**src/verilog/ble_rx_pkg.sv**
```systemverilog
// receiver types assume UART 8N1 framing and a receive FIFO of no more than 64 words.
package ble_rx_pkg;

	// cycles per data bit, also reused for gap lengths in bit times.
	typedef logic [9:0] bit_cycles_t;

	// one received byte and the receiver's frame state.
	typedef struct packed {
		logic [7:0] data;
		logic       valid;
		logic       collecting;
	} rx_byte_t;

	// earlier byte sits in the upper half.
	typedef logic [15:0] rfifo_word_t;

	typedef struct packed {
		logic [7:0] wr_count;
		logic [6:0] rd_count;
		logic       full;
		logic       empty;
	} rfifo_status_t;

	// app command codes.
	localparam logic [7:0] CMD_SELECT = 8'h53;
	localparam logic [7:0] CMD_GO     = 8'h47;
	localparam logic [7:0] CMD_HALT   = 8'h48;

	// low half filler for an odd reply.
	localparam logic [7:0] PAD_BYTE = 8'h00;

endpackage

```
**src/verilog/uart_rx.sv**
```systemverilog
// 8N1 only; cycles_per_databit must be at least 4 and held steady while a frame is received.
`timescale 1ns/1ns

module uart_rx import ble_rx_pkg::*; (
	input  logic        clock,
	input  logic        reset,
	input  logic        rx_line,
	input  bit_cycles_t cycles_per_databit,
	output rx_byte_t    rx_byte
);

	typedef enum logic [1:0] {
		S_IDLE,
		S_START,
		S_DATA,
		S_STOP
	} state_t;

	state_t      state;
	logic        line_meta;
	logic        line_sync;
	logic        line_prev;
	bit_cycles_t cycle_count;
	logic [2:0]  bit_index;
	logic [7:0]  shift_reg;
	logic [7:0]  data_q;
	logic        valid_q;
	logic        collecting_q;
	logic        start_edge;
	logic        half_bit;
	logic        bit_end;

	// two-flop synchronizer, idles high like the line.
	always_ff @(posedge clock) begin
		if (reset) begin
			line_meta <= 1'b1;
			line_sync <= 1'b1;
			line_prev <= 1'b1;
		end else begin
			line_meta <= rx_line;
			line_sync <= line_meta;
			line_prev <= line_sync;
		end
	end

	assign start_edge = line_prev & ~line_sync;
	assign half_bit   = (cycle_count == (cycles_per_databit >> 1) - 1'b1);
	assign bit_end    = (cycle_count == cycles_per_databit - 1'b1);

	always_ff @(posedge clock) begin
		if (reset) begin
			state        <= S_IDLE;
			cycle_count  <= '0;
			bit_index    <= '0;
			valid_q      <= 1'b0;
			collecting_q <= 1'b0;
		end else begin
			valid_q <= 1'b0;
			case (state)
				S_IDLE: begin
					cycle_count <= '0;
					if (start_edge) begin
						state        <= S_START;
						collecting_q <= 1'b1;
					end
				end
				S_START: begin
					if (half_bit) begin
						cycle_count <= '0;
						bit_index   <= '0;
						// line back high by mid start bit, so only a glitch.
						if (line_sync) begin
							state        <= S_IDLE;
							collecting_q <= 1'b0;
						end else begin
							state <= S_DATA;
						end
					end else begin
						cycle_count <= cycle_count + 1'b1;
					end
				end
				S_DATA: begin
					if (bit_end) begin
						cycle_count <= '0;
						bit_index   <= bit_index + 1'b1;
						if (bit_index == 3'd7)
							state <= S_STOP;
					end else begin
						cycle_count <= cycle_count + 1'b1;
					end
				end
				S_STOP: begin
					if (bit_end) begin
						state        <= S_IDLE;
						collecting_q <= 1'b0;
						// low stop bit drops the byte.
						valid_q      <= line_sync;
					end else begin
						cycle_count <= cycle_count + 1'b1;
					end
				end
			endcase
		end
	end

	// data bits arrive lsb first.
	always_ff @(posedge clock) begin
		if (state == S_DATA && bit_end)
			shift_reg <= {line_sync, shift_reg[7:1]};
		if (state == S_STOP && bit_end)
			data_q <= shift_reg;
	end

	assign rx_byte = '{data: data_q, valid: valid_q, collecting: collecting_q};

	// a byte is only presented once its frame has closed.
	assert property (@(posedge clock) disable iff (reset)
		rx_byte.valid |-> !rx_byte.collecting);

endmodule

```
**src/verilog/rx_fifo.sv**
```systemverilog
// DEPTH_WORDS must be a power of two up to 64; bytes written while full are lost.
`timescale 1ns/1ns

module rx_fifo import ble_rx_pkg::*; #(
	parameter int DEPTH_WORDS = 64
) (
	input  logic          clock,
	input  logic          reset,
	input  logic [7:0]    wr_byte,
	input  logic          wr_en,
	input  logic          rd_en,
	output rfifo_word_t   rd_word,
	output rfifo_status_t status
);

	localparam int DEPTH_BYTES = DEPTH_WORDS * 2;
	localparam int AW = $clog2(DEPTH_BYTES);

	logic [7:0]    mem [DEPTH_BYTES];
	logic [AW:0]   wr_ptr;
	logic [AW-1:0] rd_ptr;
	logic [AW-1:0] rd_base;
	logic [AW:0]   byte_count;
	logic [AW-1:0] word_count;
	logic          full;
	logic          empty;
	logic          wr_ok;
	logic          rd_ok;

	// write pointer counts bytes, read pointer counts words; both carry a wrap bit.
	assign byte_count = wr_ptr - {rd_ptr, 1'b0};
	assign word_count = byte_count[AW:1];
	assign full       = (byte_count == DEPTH_BYTES);
	// empty means no whole word to read.
	assign empty      = (word_count == '0);

	assign wr_ok   = wr_en & ~full;
	assign rd_ok   = rd_en & ~empty;
	assign rd_base = {rd_ptr[AW-2:0], 1'b0};

	always_ff @(posedge clock) begin
		if (reset) begin
			wr_ptr <= '0;
			rd_ptr <= '0;
		end else begin
			if (wr_ok)
				wr_ptr <= wr_ptr + 1'b1;
			if (rd_ok)
				rd_ptr <= rd_ptr + 1'b1;
		end
	end

	always_ff @(posedge clock) begin
		if (wr_ok)
			mem[wr_ptr[AW-1:0]] <= wr_byte;
		// earlier byte goes high.
		if (rd_ok)
			rd_word <= {mem[rd_base], mem[rd_base | 1'b1]};
	end

	assign status = '{
		wr_count: 8'(byte_count),
		rd_count: 7'(word_count),
		full:     full,
		empty:    empty
	};

	// a read pointer overtaking the write pointer shows up as a wrapped count.
	assert property (@(posedge clock) disable iff (reset)
		byte_count <= DEPTH_BYTES);

endmodule

```
**src/verilog/handle_at_response.sv**
```systemverilog
// one reply per arming; the reply end is found by line idle time only, the timer starts at the first byte.
`timescale 1ns/1ns

module handle_at_response import ble_rx_pkg::*; #(
	parameter int DEPTH_WORDS = 64
) (
	input  logic          clock,
	input  logic          reset,
	input  logic          start,
	input  rx_byte_t      uart_byte,
	input  bit_cycles_t   uart_cpd,
	input  bit_cycles_t   uart_byte_spacing,
	input  logic          rfifo_rd_en,
	output rfifo_word_t   rfifo_out,
	output rfifo_status_t rfifo_status,
	output logic          at_response_flag
);

	typedef enum logic [1:0] {
		S_IDLE,
		S_ARMED,
		S_PAD,
		S_FLAG
	} state_t;

	state_t      state;
	logic [7:0]  byte_q;
	logic        byte_wr_q;
	logic        odd_q;
	logic        seen_q;
	bit_cycles_t cycle_count;
	bit_cycles_t idle_bits;
	logic        reply_done;
	logic        pad_wr;
	logic [7:0]  fifo_wr_byte;
	logic        fifo_wr_en;

	// line quiet for the full spacing since the last byte.
	assign reply_done = seen_q && !uart_byte.valid && !uart_byte.collecting
		&& (idle_bits == uart_byte_spacing);

	always_ff @(posedge clock) begin
		if (reset) begin
			state       <= S_IDLE;
			byte_wr_q   <= 1'b0;
			odd_q       <= 1'b0;
			seen_q      <= 1'b0;
			cycle_count <= '0;
			idle_bits   <= '0;
		end else begin
			byte_wr_q <= 1'b0;
			case (state)
				S_IDLE: begin
					odd_q       <= 1'b0;
					seen_q      <= 1'b0;
					cycle_count <= '0;
					idle_bits   <= '0;
					if (start)
						state <= S_ARMED;
				end
				S_ARMED: begin
					if (uart_byte.valid) begin
						byte_wr_q   <= 1'b1;
						odd_q       <= ~odd_q;
						seen_q      <= 1'b1;
						cycle_count <= '0;
						idle_bits   <= '0;
					end else if (reply_done) begin
						state <= S_PAD;
					end else if (seen_q && !uart_byte.collecting) begin
						// timer held while a frame is on the line.
						if (cycle_count == uart_cpd - 1'b1) begin
							cycle_count <= '0;
							idle_bits   <= idle_bits + 1'b1;
						end else begin
							cycle_count <= cycle_count + 1'b1;
						end
					end
				end
				S_PAD: state <= S_FLAG;
				S_FLAG: state <= S_IDLE;
			endcase
		end
	end

	always_ff @(posedge clock) begin
		if (uart_byte.valid)
			byte_q <= uart_byte.data;
	end

	// pad write only lands when a byte is left without a partner.
	assign pad_wr       = (state == S_PAD) & odd_q;
	assign fifo_wr_en   = byte_wr_q | pad_wr;
	assign fifo_wr_byte = pad_wr ? PAD_BYTE : byte_q;

	assign at_response_flag = (state == S_FLAG);

	rx_fifo #(
		.DEPTH_WORDS(DEPTH_WORDS)
	) u_rx_fifo (
		.clock   (clock),
		.reset   (reset),
		.wr_byte (fifo_wr_byte),
		.wr_en   (fifo_wr_en),
		.rd_en   (rfifo_rd_en),
		.rd_word (rfifo_out),
		.status  (rfifo_status)
	);

endmodule

```
**src/verilog/handle_app_commands.sv**
```systemverilog
// commands are single bytes; only CMD_SELECT takes an operand, which must follow within the gap.
`timescale 1ns/1ns

module handle_app_commands import ble_rx_pkg::*; (
	input  logic        clock,
	input  logic        reset,
	input  logic        start,
	input  rx_byte_t    uart_byte,
	input  bit_cycles_t uart_cpd,
	input  bit_cycles_t uart_byte_spacing,
	output logic [7:0]  stream_select,
	output logic        ds_sending_flag
);

	typedef enum logic {
		S_CMD,
		S_INDEX
	} state_t;

	state_t      state;
	bit_cycles_t cycle_count;
	bit_cycles_t gap_bits;
	logic        gap_expired;

	// gap measured as idle line time, not frame time.
	assign gap_expired = !uart_byte.collecting && (gap_bits == uart_byte_spacing);

	always_ff @(posedge clock) begin
		if (reset) begin
			state           <= S_CMD;
			stream_select   <= 8'd0;
			ds_sending_flag <= 1'b0;
			cycle_count     <= '0;
			gap_bits        <= '0;
		end else if (!start) begin
			// AT mode, outputs hold.
			state <= S_CMD;
		end else begin
			case (state)
				S_CMD: begin
					if (uart_byte.valid) begin
						case (uart_byte.data)
							CMD_GO:   ds_sending_flag <= 1'b1;
							CMD_HALT: ds_sending_flag <= 1'b0;
							CMD_SELECT: begin
								state       <= S_INDEX;
								cycle_count <= '0;
								gap_bits    <= '0;
							end
							// unknown codes fall through.
							default: ;
						endcase
					end
				end
				S_INDEX: begin
					if (uart_byte.valid) begin
						stream_select <= uart_byte.data;
						state         <= S_CMD;
					end else if (gap_expired) begin
						// index too late, frame dropped.
						state <= S_CMD;
					end else if (!uart_byte.collecting) begin
						if (cycle_count == uart_cpd - 1'b1) begin
							cycle_count <= '0;
							gap_bits    <= gap_bits + 1'b1;
						end else begin
							cycle_count <= cycle_count + 1'b1;
						end
					end
				end
			endcase
		end
	end

	// a pending select never waits past the gap.
	assert property (@(posedge clock) disable iff (reset)
		(state == S_INDEX) |-> (gap_bits <= uart_byte_spacing));

endmodule

```
**src/verilog/receiver_centre.sv**
```systemverilog
// receive side only; RFIFO_DEPTH_WORDS may be 16, 32 or 64, and uart_cpd must be at least 4.
`timescale 1ns/1ns

module receiver_centre import ble_rx_pkg::*; #(
	parameter int RFIFO_DEPTH_WORDS = 64
) (
	input  logic          clock,
	input  logic          reset,
	input  logic          fpga_rxd,
	input  logic          want_at,
	input  logic          at_command_sent,
	input  bit_cycles_t   uart_cpd,
	input  bit_cycles_t   uart_byte_spacing,
	input  logic          rfifo_rd_en,
	output rfifo_word_t   rfifo_out,
	output rfifo_status_t rfifo_status,
	output logic          at_response_flag,
	output logic [7:0]    stream_select,
	output logic          ds_sending_flag
);

	logic     at_start;
	logic     ds_start;
	rx_byte_t rx_byte;

	// mode selects which handler listens.
	assign at_start = want_at & at_command_sent;
	assign ds_start = ~want_at & ~reset;

	uart_rx u_uart_rx (
		.clock              (clock),
		.reset              (reset),
		.rx_line            (fpga_rxd),
		.cycles_per_databit (uart_cpd),
		.rx_byte            (rx_byte)
	);

	handle_at_response #(
		.DEPTH_WORDS(RFIFO_DEPTH_WORDS)
	) u_at_handler (
		.clock             (clock),
		.reset             (reset),
		.start             (at_start),
		.uart_byte         (rx_byte),
		.uart_cpd          (uart_cpd),
		.uart_byte_spacing (uart_byte_spacing),
		.rfifo_rd_en       (rfifo_rd_en),
		.rfifo_out         (rfifo_out),
		.rfifo_status      (rfifo_status),
		.at_response_flag  (at_response_flag)
	);

	handle_app_commands u_app_handler (
		.clock             (clock),
		.reset             (reset),
		.start             (ds_start),
		.uart_byte         (rx_byte),
		.uart_cpd          (uart_cpd),
		.uart_byte_spacing (uart_byte_spacing),
		.stream_select     (stream_select),
		.ds_sending_flag   (ds_sending_flag)
	);

endmodule

```
**config.mk**
```make
export PLATFORM = sky130hd
export DESIGN_NAME = receiver_centre
export DESIGN_NICKNAME = d
export VERILOG_FILES = /design/src/verilog/ble_rx_pkg.sv /design/src/verilog/uart_rx.sv /design/src/verilog/rx_fifo.sv /design/src/verilog/handle_at_response.sv /design/src/verilog/handle_app_commands.sv /design/src/verilog/receiver_centre.sv
export SDC_FILE = /design/constraint.sdc
export NUM_CORES = 1
export LEC_CHECK = 0
export ABC_AREA = 1
export BUFFER_PORTS_ARGS = -buffer_cell sky130_fd_sc_hd__buf_2
export CORE_MARGIN = 5
export CORE_UTILIZATION = 35
export CTS_BUF_LIST = sky130_fd_sc_hd__clkbuf_16
export DETAILED_ROUTE_END_ITERATION = 16
export HOLD_SLACK_MARGIN = 0.05
export PLACE_DENSITY_LB_ADDON = 0.08
export SLEW_MARGIN = 20
export SYNTH_ARGS = -nofsm -noshare
export SYNTH_HDL_FRONTEND = slang
export SYNTH_SLANG_ARGS = --single-unit
```
**constraint.sdc**
```tcl
create_clock -name clock -period 6.5 [get_ports clock]
set_input_delay 0.65 -clock clock [delete_from_list [all_inputs] [get_ports clock]]
set_output_delay 0.65 -clock clock [all_outputs]
set_load 0.05 [all_outputs]
```
==> results.sh, run 1 <==
export IMPL_max_freq_mhz=228
export IMPL_gp_congestion=0.806
export IMPL_rsz0062_at_grt="no"
export IMPL_start_util_pct=35.3
export IMPL_path_clk_slew_ns=0.06
export IMPL_clkLatencyLatePin_ns=0.76
export IMPL_io_buffers=68
export IMPL_drt_wirelength_per_cell_um=25.4
export IMPL_final_cell_count_no_fill=5925
export IMPL_ys_ff_latch=1154
export IMPL_ys_flop_type="edfxtp_1"
export IMPL_post_route_util_pct=39.9
export IMPL_drv_slew=0
export IMPL_areaGrowthSynthToFinish_pct=13.0
export IMPL_fillers=13000
export IMPL_design_core_area_mm2=0.136
export IMPL_gr_total_overflow=0
export IMPL_synth_async_sr_flop_share_pct=0
export IMPL_grt_start_max_net_pins=202
export IMPL_ys_top_cells_by_count="edfxtp_1, nor2_1, o21ai_0"
export IMPL_required_ns=6.87
export IMPL_die_h_um=380
export IMPL_hpwl_um=88800
export IMPL_crit_arrival_ns=4.77
export IMPL_die_w_um=380
export IMPL_routed_top_layer="met4"
export IMPL_num_rows=135
export IMPL_outcome="complete, no violations"
export IMPL_synth_area_top_cells="edfxtp_1, nor2_1, o21ai_0"
export IMPL_grt_pass1_vias=31500
export IMPL_ys_seq_area_share_pct=70.5
export IMPL_fin_crit_ns=4.39
export IMPL_p_leak_nw=17.6
export IMPL_firstDrtPassIters=5
export IMPL_path_buf_inv=2
export IMPL_cts_resized=0
export IMPL_ctsHtreeMaxLevel=4
export IMPL_routed_wl_met3_um=8270
export IMPL_crit_slowest_cell="nor2_1"
export IMPL_via_per_inst=5.37
export IMPL_antenna_found_initial=2
export IMPL_clock_path_buffers=3
export IMPL_critPathCaptureType="flop"
export IMPL_path_cells="clkinv_1 > ha_1 > a21oi_4 > xor2_2 > nand3_4 > nand2_4 > inv_4 > nand2_2 > nor2_1"
export IMPL_ir_drop_mv=0.207
export IMPL_numCtsBuffers=134
export IMPL_criticalPathCategory="flop to flop"
export IMPL_relSlewSlack_pct=32.5
export IMPL_drv_cap=0
export IMPL_fin_tns_setup_ns=0
export IMPL_largest_reg_flops=1024
export IMPL_numClockSinks=1154
export IMPL_finalSetupViolations=0
export IMPL_min_period_over_period_pct=67.6
export IMPL_cts_root_buffer_cell="clkbuf_16"
export IMPL_synth_most_common_cell="edfxtp_1"
export IMPL_crit_start="u_at_handler.u_rx_fifo.rd_ptr[5]$_SDFFE_PP0P_"
export IMPL_cts_tree="yes"
export IMPL_dr_total_vias=31800
export IMPL_hold_viol_final=0
export IMPL_met1Wirelength_um=68500
export IMPL_critPathTopFamily="simple AND/OR/NAND/NOR gates"
export IMPL_start_kind="flop"
export IMPL_drt_initial_drc_count=2878
export IMPL_grt_pass1_wl_um=218000
export IMPL_die_area_mm2=0.144
export IMPL_max_stage_delay_ns=0.76
export IMPL_min_from="fpga_rxd"
export IMPL_postRouteAntennaNets=0
export IMPL_syn_avg_cell_area_um2=11.8
export IMPL_powerDensity_mw_per_mm2=311
export IMPL_synthCells=4046
export IMPL_yosysTopAreaCell="edfxtp_1"
export IMPL_postCtsSetupBuffers=0
export IMPL_timing_reg2reg_setup_slack_ns=2.11
export IMPL_timing_worst_slew_pin_value_ns=1.01
export IMPL_skew_ns=0.0305
export IMPL_synth_distinct_cells=50
export IMPL_worstHoldPathType="input port to flop"
export IMPL_netlist_area_mm2=0.0479
export IMPL_worst_r2r_startpoint="u_at_handler.u_rx_fifo.rd_ptr[5]$_SDFFE_PP0P_"
export IMPL_drc=0
export IMPL_yosysTopAreaCellShare_pct=66.8
export IMPL_placed_cells=5682
export IMPL_cp_max_fo=18
export IMPL_io_pins=69
export IMPL_synth_edf_count=1064
export IMPL_synth_nets=4094
export IMPL_wl_um=151000
export IMPL_nets=4085
export IMPL_grt_usage_pct=20.3
export IMPL_cts_hold_buf=0
export IMPL_layout_drive_gt1_share_pct=8.74
export IMPL_wl_met2_um=71000
export IMPL_yosys_warnings=0
-- final cells by class --
type                    instances  area (µm²)  share of cell area (%)
clock inverters               102         767                    1.42
clock buffers                 140        3500                    6.48
multi-input cells            2507       12500                    23.2
diodes                          1        2.50                 0.00463
well taps                    1781        2230                    4.12
flip-flops and latches       1154       33800                    62.4
repair buffers                108         778                    1.44
inverters                     132         514                   0.951
-- metal layers --
metal	up-vias	track usage (%)
met5	-	0
met4	0	4.67
met3	157	3.52
met2	935	33.0
met1	16100	28.6
li1	14700	-
-- worst reg2reg max path, cell delays in order, from the launching register on --
cell	delay, ns
dfxtp_1	0.46
clkinv_1	0.64
ha_1	0.62
a21oi_4	0.18
xor2_2	0.12
nand3_4	0.16
nand2_4	0.12
inv_4	0.34
nand2_2	0.60
nor2_1	0.77
-- logic make-up after synthesis --
group           share of synthesized area (%)
simple gates                             13.2
compound gates                           11.1
flops                                    70.5
buf+inv                                  3.43
xor+xnor                                 1.17
fa+ha+maj                               0.591
-- placed cells by master (no fill, tap or decap), types with 33 or more instances in the layout --
master     count
inv_1        149
clkbuf_16    140
clkinv_1      33
edfxtp_1    1064
xor2_1        47
o22ai_1      153
o21ai_0      538
nand4_1       36
dfxtp_1       87
nand3_1      205
buf_2         68
o221ai_1     103
a21oi_1       77
nor2_1       758
nand2_1      406
-- metrics by stage --
stage	hold slack [ns]	cell area, µm²	power [W]	setup WS, ns
floorplan	0.389	47900	0.00917	1.86
global placement	0.402	49800	0.00967	2.19
detailed placement	0.405	49800	0.00965	2.04
CTS	0.106	54100	0.0170	2.00
global route	0.120	54100	0.0174	1.82
finish	0.154	54100	0.0168	2.11
-- worst paths after layout --
path                                             endpoint  depth (start not counted)
max          u_at_handler.u_rx_fifo.mem[101][7]$_DFFE_PP_                          9
min                        u_uart_rx.line_meta$_SDFF_PP1_                          2
max reg2reg  u_at_handler.u_rx_fifo.mem[101][7]$_DFFE_PP_                          9
min reg2reg                u_uart_rx.line_sync$_SDFF_PP1_                          1
-- where the power goes --
part | switching (W) | leakage (nW) | internal, W
clock network | 0.00304 | 2.20 | 0.00429
logic | 0.00106 | 5.07 | 0.000354
registers | 0.0000546 | 10.3 | 0.00802
Power figures use the tool's default switching activity.
==> inputs of run 2 (changes only) <==
==> constraint.sdc (replaced) <==
create_clock -name clock -period 4.54 [get_ports clock]
set_input_delay 0.454 -clock clock [delete_from_list [all_inputs] [get_ports clock]]
set_output_delay 0.454 -clock clock [all_outputs]
set_load 0.05 [all_outputs]
==> run 2 against run 1 <==
Against the previous run:
- count of clock-buffer cells in the layout did not move
- routed wire length is 1.4% lower
- fmax rose by 11%
- via count down 0.34%
- sequential cell count unchanged
- critical path type unchanged
==> results.sh, run 2 (same netlist as run 1, synthesis figures left out) <==
export IMPL_max_freq_mhz=253
export IMPL_die_h_um=380
export IMPL_final_cell_count_no_fill=5951
export IMPL_postRouteAntennaNets=0
export IMPL_io_buffers=68
export IMPL_timing_worst_slew_pin_value_ns=0.993
export IMPL_start_util_pct=35.3
export IMPL_seqCellArea_mm2=0.0338
export IMPL_p_leak_nw=17.7
export IMPL_cp_max_fo=16
export IMPL_crit_end="u_at_handler.u_rx_fifo.mem[70][6]$_DFFE_PP_"
export IMPL_drc=0
export IMPL_final_cell_mix="edfxtp_1, nor2_1, o21ai_0"
export IMPL_ctsHtreeMaxLevel=4
export IMPL_finalPower_w=0.0239
export IMPL_hold_viol_final=0
export IMPL_outcome="complete, no violations"
export IMPL_placed_area_mm2=0.0500
export IMPL_holdPathStages=5
export IMPL_clkLatencyLatePin_ns=0.75
export IMPL_path_clk_slew_ns=0.06
export IMPL_fin_hold_ws_ns=0.150
export IMPL_powerDensity_mw_per_mm2=440
export IMPL_gp_congestion=0.788
export IMPL_layout_drive_gt1_share_pct=9.16
export IMPL_critPathCaptureType="flop"
export IMPL_multi_input_area_mm2=0.0125
export IMPL_reg2reg_to="u_at_handler.u_rx_fifo.mem[70][6]$_DFFE_PP_"
export IMPL_worstHoldPathType="input port to flop"
export IMPL_required_ns=4.91
export IMPL_crit_arrival_ns=4.32
export IMPL_via_per_inst=5.33
export IMPL_numClockSinks=1154
export IMPL_crit_slowest_cell="nor2_1"
export IMPL_timing_reg2reg_setup_slack_ns=0.59
export IMPL_diodes=0
export IMPL_placed_cells=5705
export IMPL_drv_slew=0
export IMPL_skew_ns=0.0231
export IMPL_numCtsBuffers=134
export IMPL_fin_tns_setup_ns=0
export IMPL_final_area_mm2=0.0543
export IMPL_clock_path_buffers=3
export IMPL_grt_pass1_vias=31600
export IMPL_hpwl_um=87700
export IMPL_finalSetupViolations=0
export IMPL_gr_total_overflow=0
export IMPL_cts_tree="yes"
export IMPL_dr_total_vias=31700
export IMPL_drv_cap=0
export IMPL_antenna_found_initial=2
export IMPL_areaGrowthSynthToFinish_pct=13.4
export IMPL_crit_start="u_at_handler.u_rx_fifo.wr_ptr[1]$_SDFFE_PP0P_"
export IMPL_drt_wirelength_per_cell_um=25.0
export IMPL_drt_initial_drc_count=2812
export IMPL_grt_pass1_wl_um=217000
export IMPL_cts_root_buffer_cell="clkbuf_16"
export IMPL_rsz0062_at_grt="no"
export IMPL_min_from="at_command_sent"
export IMPL_criticalPathCategory="flop to flop"
export IMPL_crit_top_cell="nand2_1"
export IMPL_fillers=13000
export IMPL_ff2ff_path_depth=15
export IMPL_die_area_mm2=0.144
export IMPL_num_rows=135
export IMPL_layout_commonest_cell="edfxtp_1"
export IMPL_path_cells="inv_1 > ha_1 > fa_1 > nand3b_1 > nand2_1 > nand2_1 > nand2_2 > a21oi_4 > xor2_2 > nand3_4 > nand2_4 > inv_4 > buf_4 > nand2_8 > nor2_1"
export IMPL_min_period_over_period_pct=87.0
export IMPL_start_kind="flop"
export IMPL_firstDrtPassIters=5
export IMPL_largest_reg_flops=1024
export IMPL_nets=4112
export IMPL_die_w_um=380
export IMPL_fin_crit_ns=3.95
export IMPL_io_pins=69
export IMPL_design_core_area_mm2=0.136
export IMPL_wl_um=149000
export IMPL_relSlewSlack_pct=33.8
export IMPL_ir_drop_mv=0.252
export IMPL_grt_start_max_net_pins=183
export IMPL_grt_usage_pct=20.1
export IMPL_max_stage_delay_ns=0.67
export IMPL_worst_r2r_startpoint="u_at_handler.u_rx_fifo.wr_ptr[1]$_SDFFE_PP0P_"
[run 2: cell types whose count changed in the layout (fill, tap and decap cells not counted), sizes merged]
cell	change
buf	+23
clkinv	+8
inv	-5
dlygate4sd3	+4
bufinv	-3
diode	-1
[run 2: critical path, delay by kind of cell (launching register included)]
kind	cells	cell delay [ns]
AND/OR/NAND/NOR	8	1.71
adder cells (fa/ha/maj)	2	0.67
buffers and inverters	3	0.53
flip-flops	1	0.40
XOR/XNOR	1	0.18
AO/OA/AOI/OAI	1	0.06
[run 2: how the worst min path moves through the flow]
stage                     slack (ns)                            endpoint
after detailed placement        0.40       u_uart_rx.data_q[0]$_DFFE_PP_
after global placement          0.41       u_uart_rx.data_q[0]$_DFFE_PP_
after CTS                       0.08  u_at_handler.state[1]$_SDFFE_PP0P_
after floorplan                 0.39      u_uart_rx.line_sync$_SDFF_PP1_
final                           0.15  u_at_handler.state[1]$_SDFFE_PP0P_
after global routing            0.16  u_at_handler.state[1]$_SDFFE_PP0P_
[run 2: per-layer routing]
metal | share of wire (%) | GRT usage, % | vias up
li1 | - | - | 14700
met1 | 46 | 27.9 | 16000
met2 | 47 | 32.7 | 836
met5 | 0.0074 | 0 | -
met3 | 4.9 | 3.36 | 182
met4 | 2.3 | 5.59 | 2
[run 2: layout make-up]
type	instances	area share, %
clock buffers	140	6.46
well taps	1781	4.11
flip-flops and latches	1154	62.2
multi-input cells	2507	23.1
repair buffers	135	1.92
inverters	132	0.948
clock inverters	102	1.27
[run 2: what timing repair did]
| action | CTS | global route |
|---|---|---|
| setup buffers | 0 | 0 |
| hold buffers | 4 | 0 |
| gates resized for setup | 0 | 0 |
| hold endpoints to repair | 7 | 0 |
[run 2: per-stage QoR]
| step | setup WS (ns) | utilization (%) |
|---|---|---|
| 2_1_floorplan | -0.0965 | - |
| 3_3_place_gp | 0.603 | 36.9 |
| 3_5_place_dp | 0.606 | 36.9 |
| 4_1_cts | 0.568 | 40.0 |
| 5_1_grt | 0.374 | 40.0 |
| 6_report | 0.590 | 40.0 |
[run 2: power by group]
part / switching, W / internal, W
sequential: 0.0000556 / 0.0115
clock: 0.00434 / 0.00596
combinational: 0.00153 / 0.000522
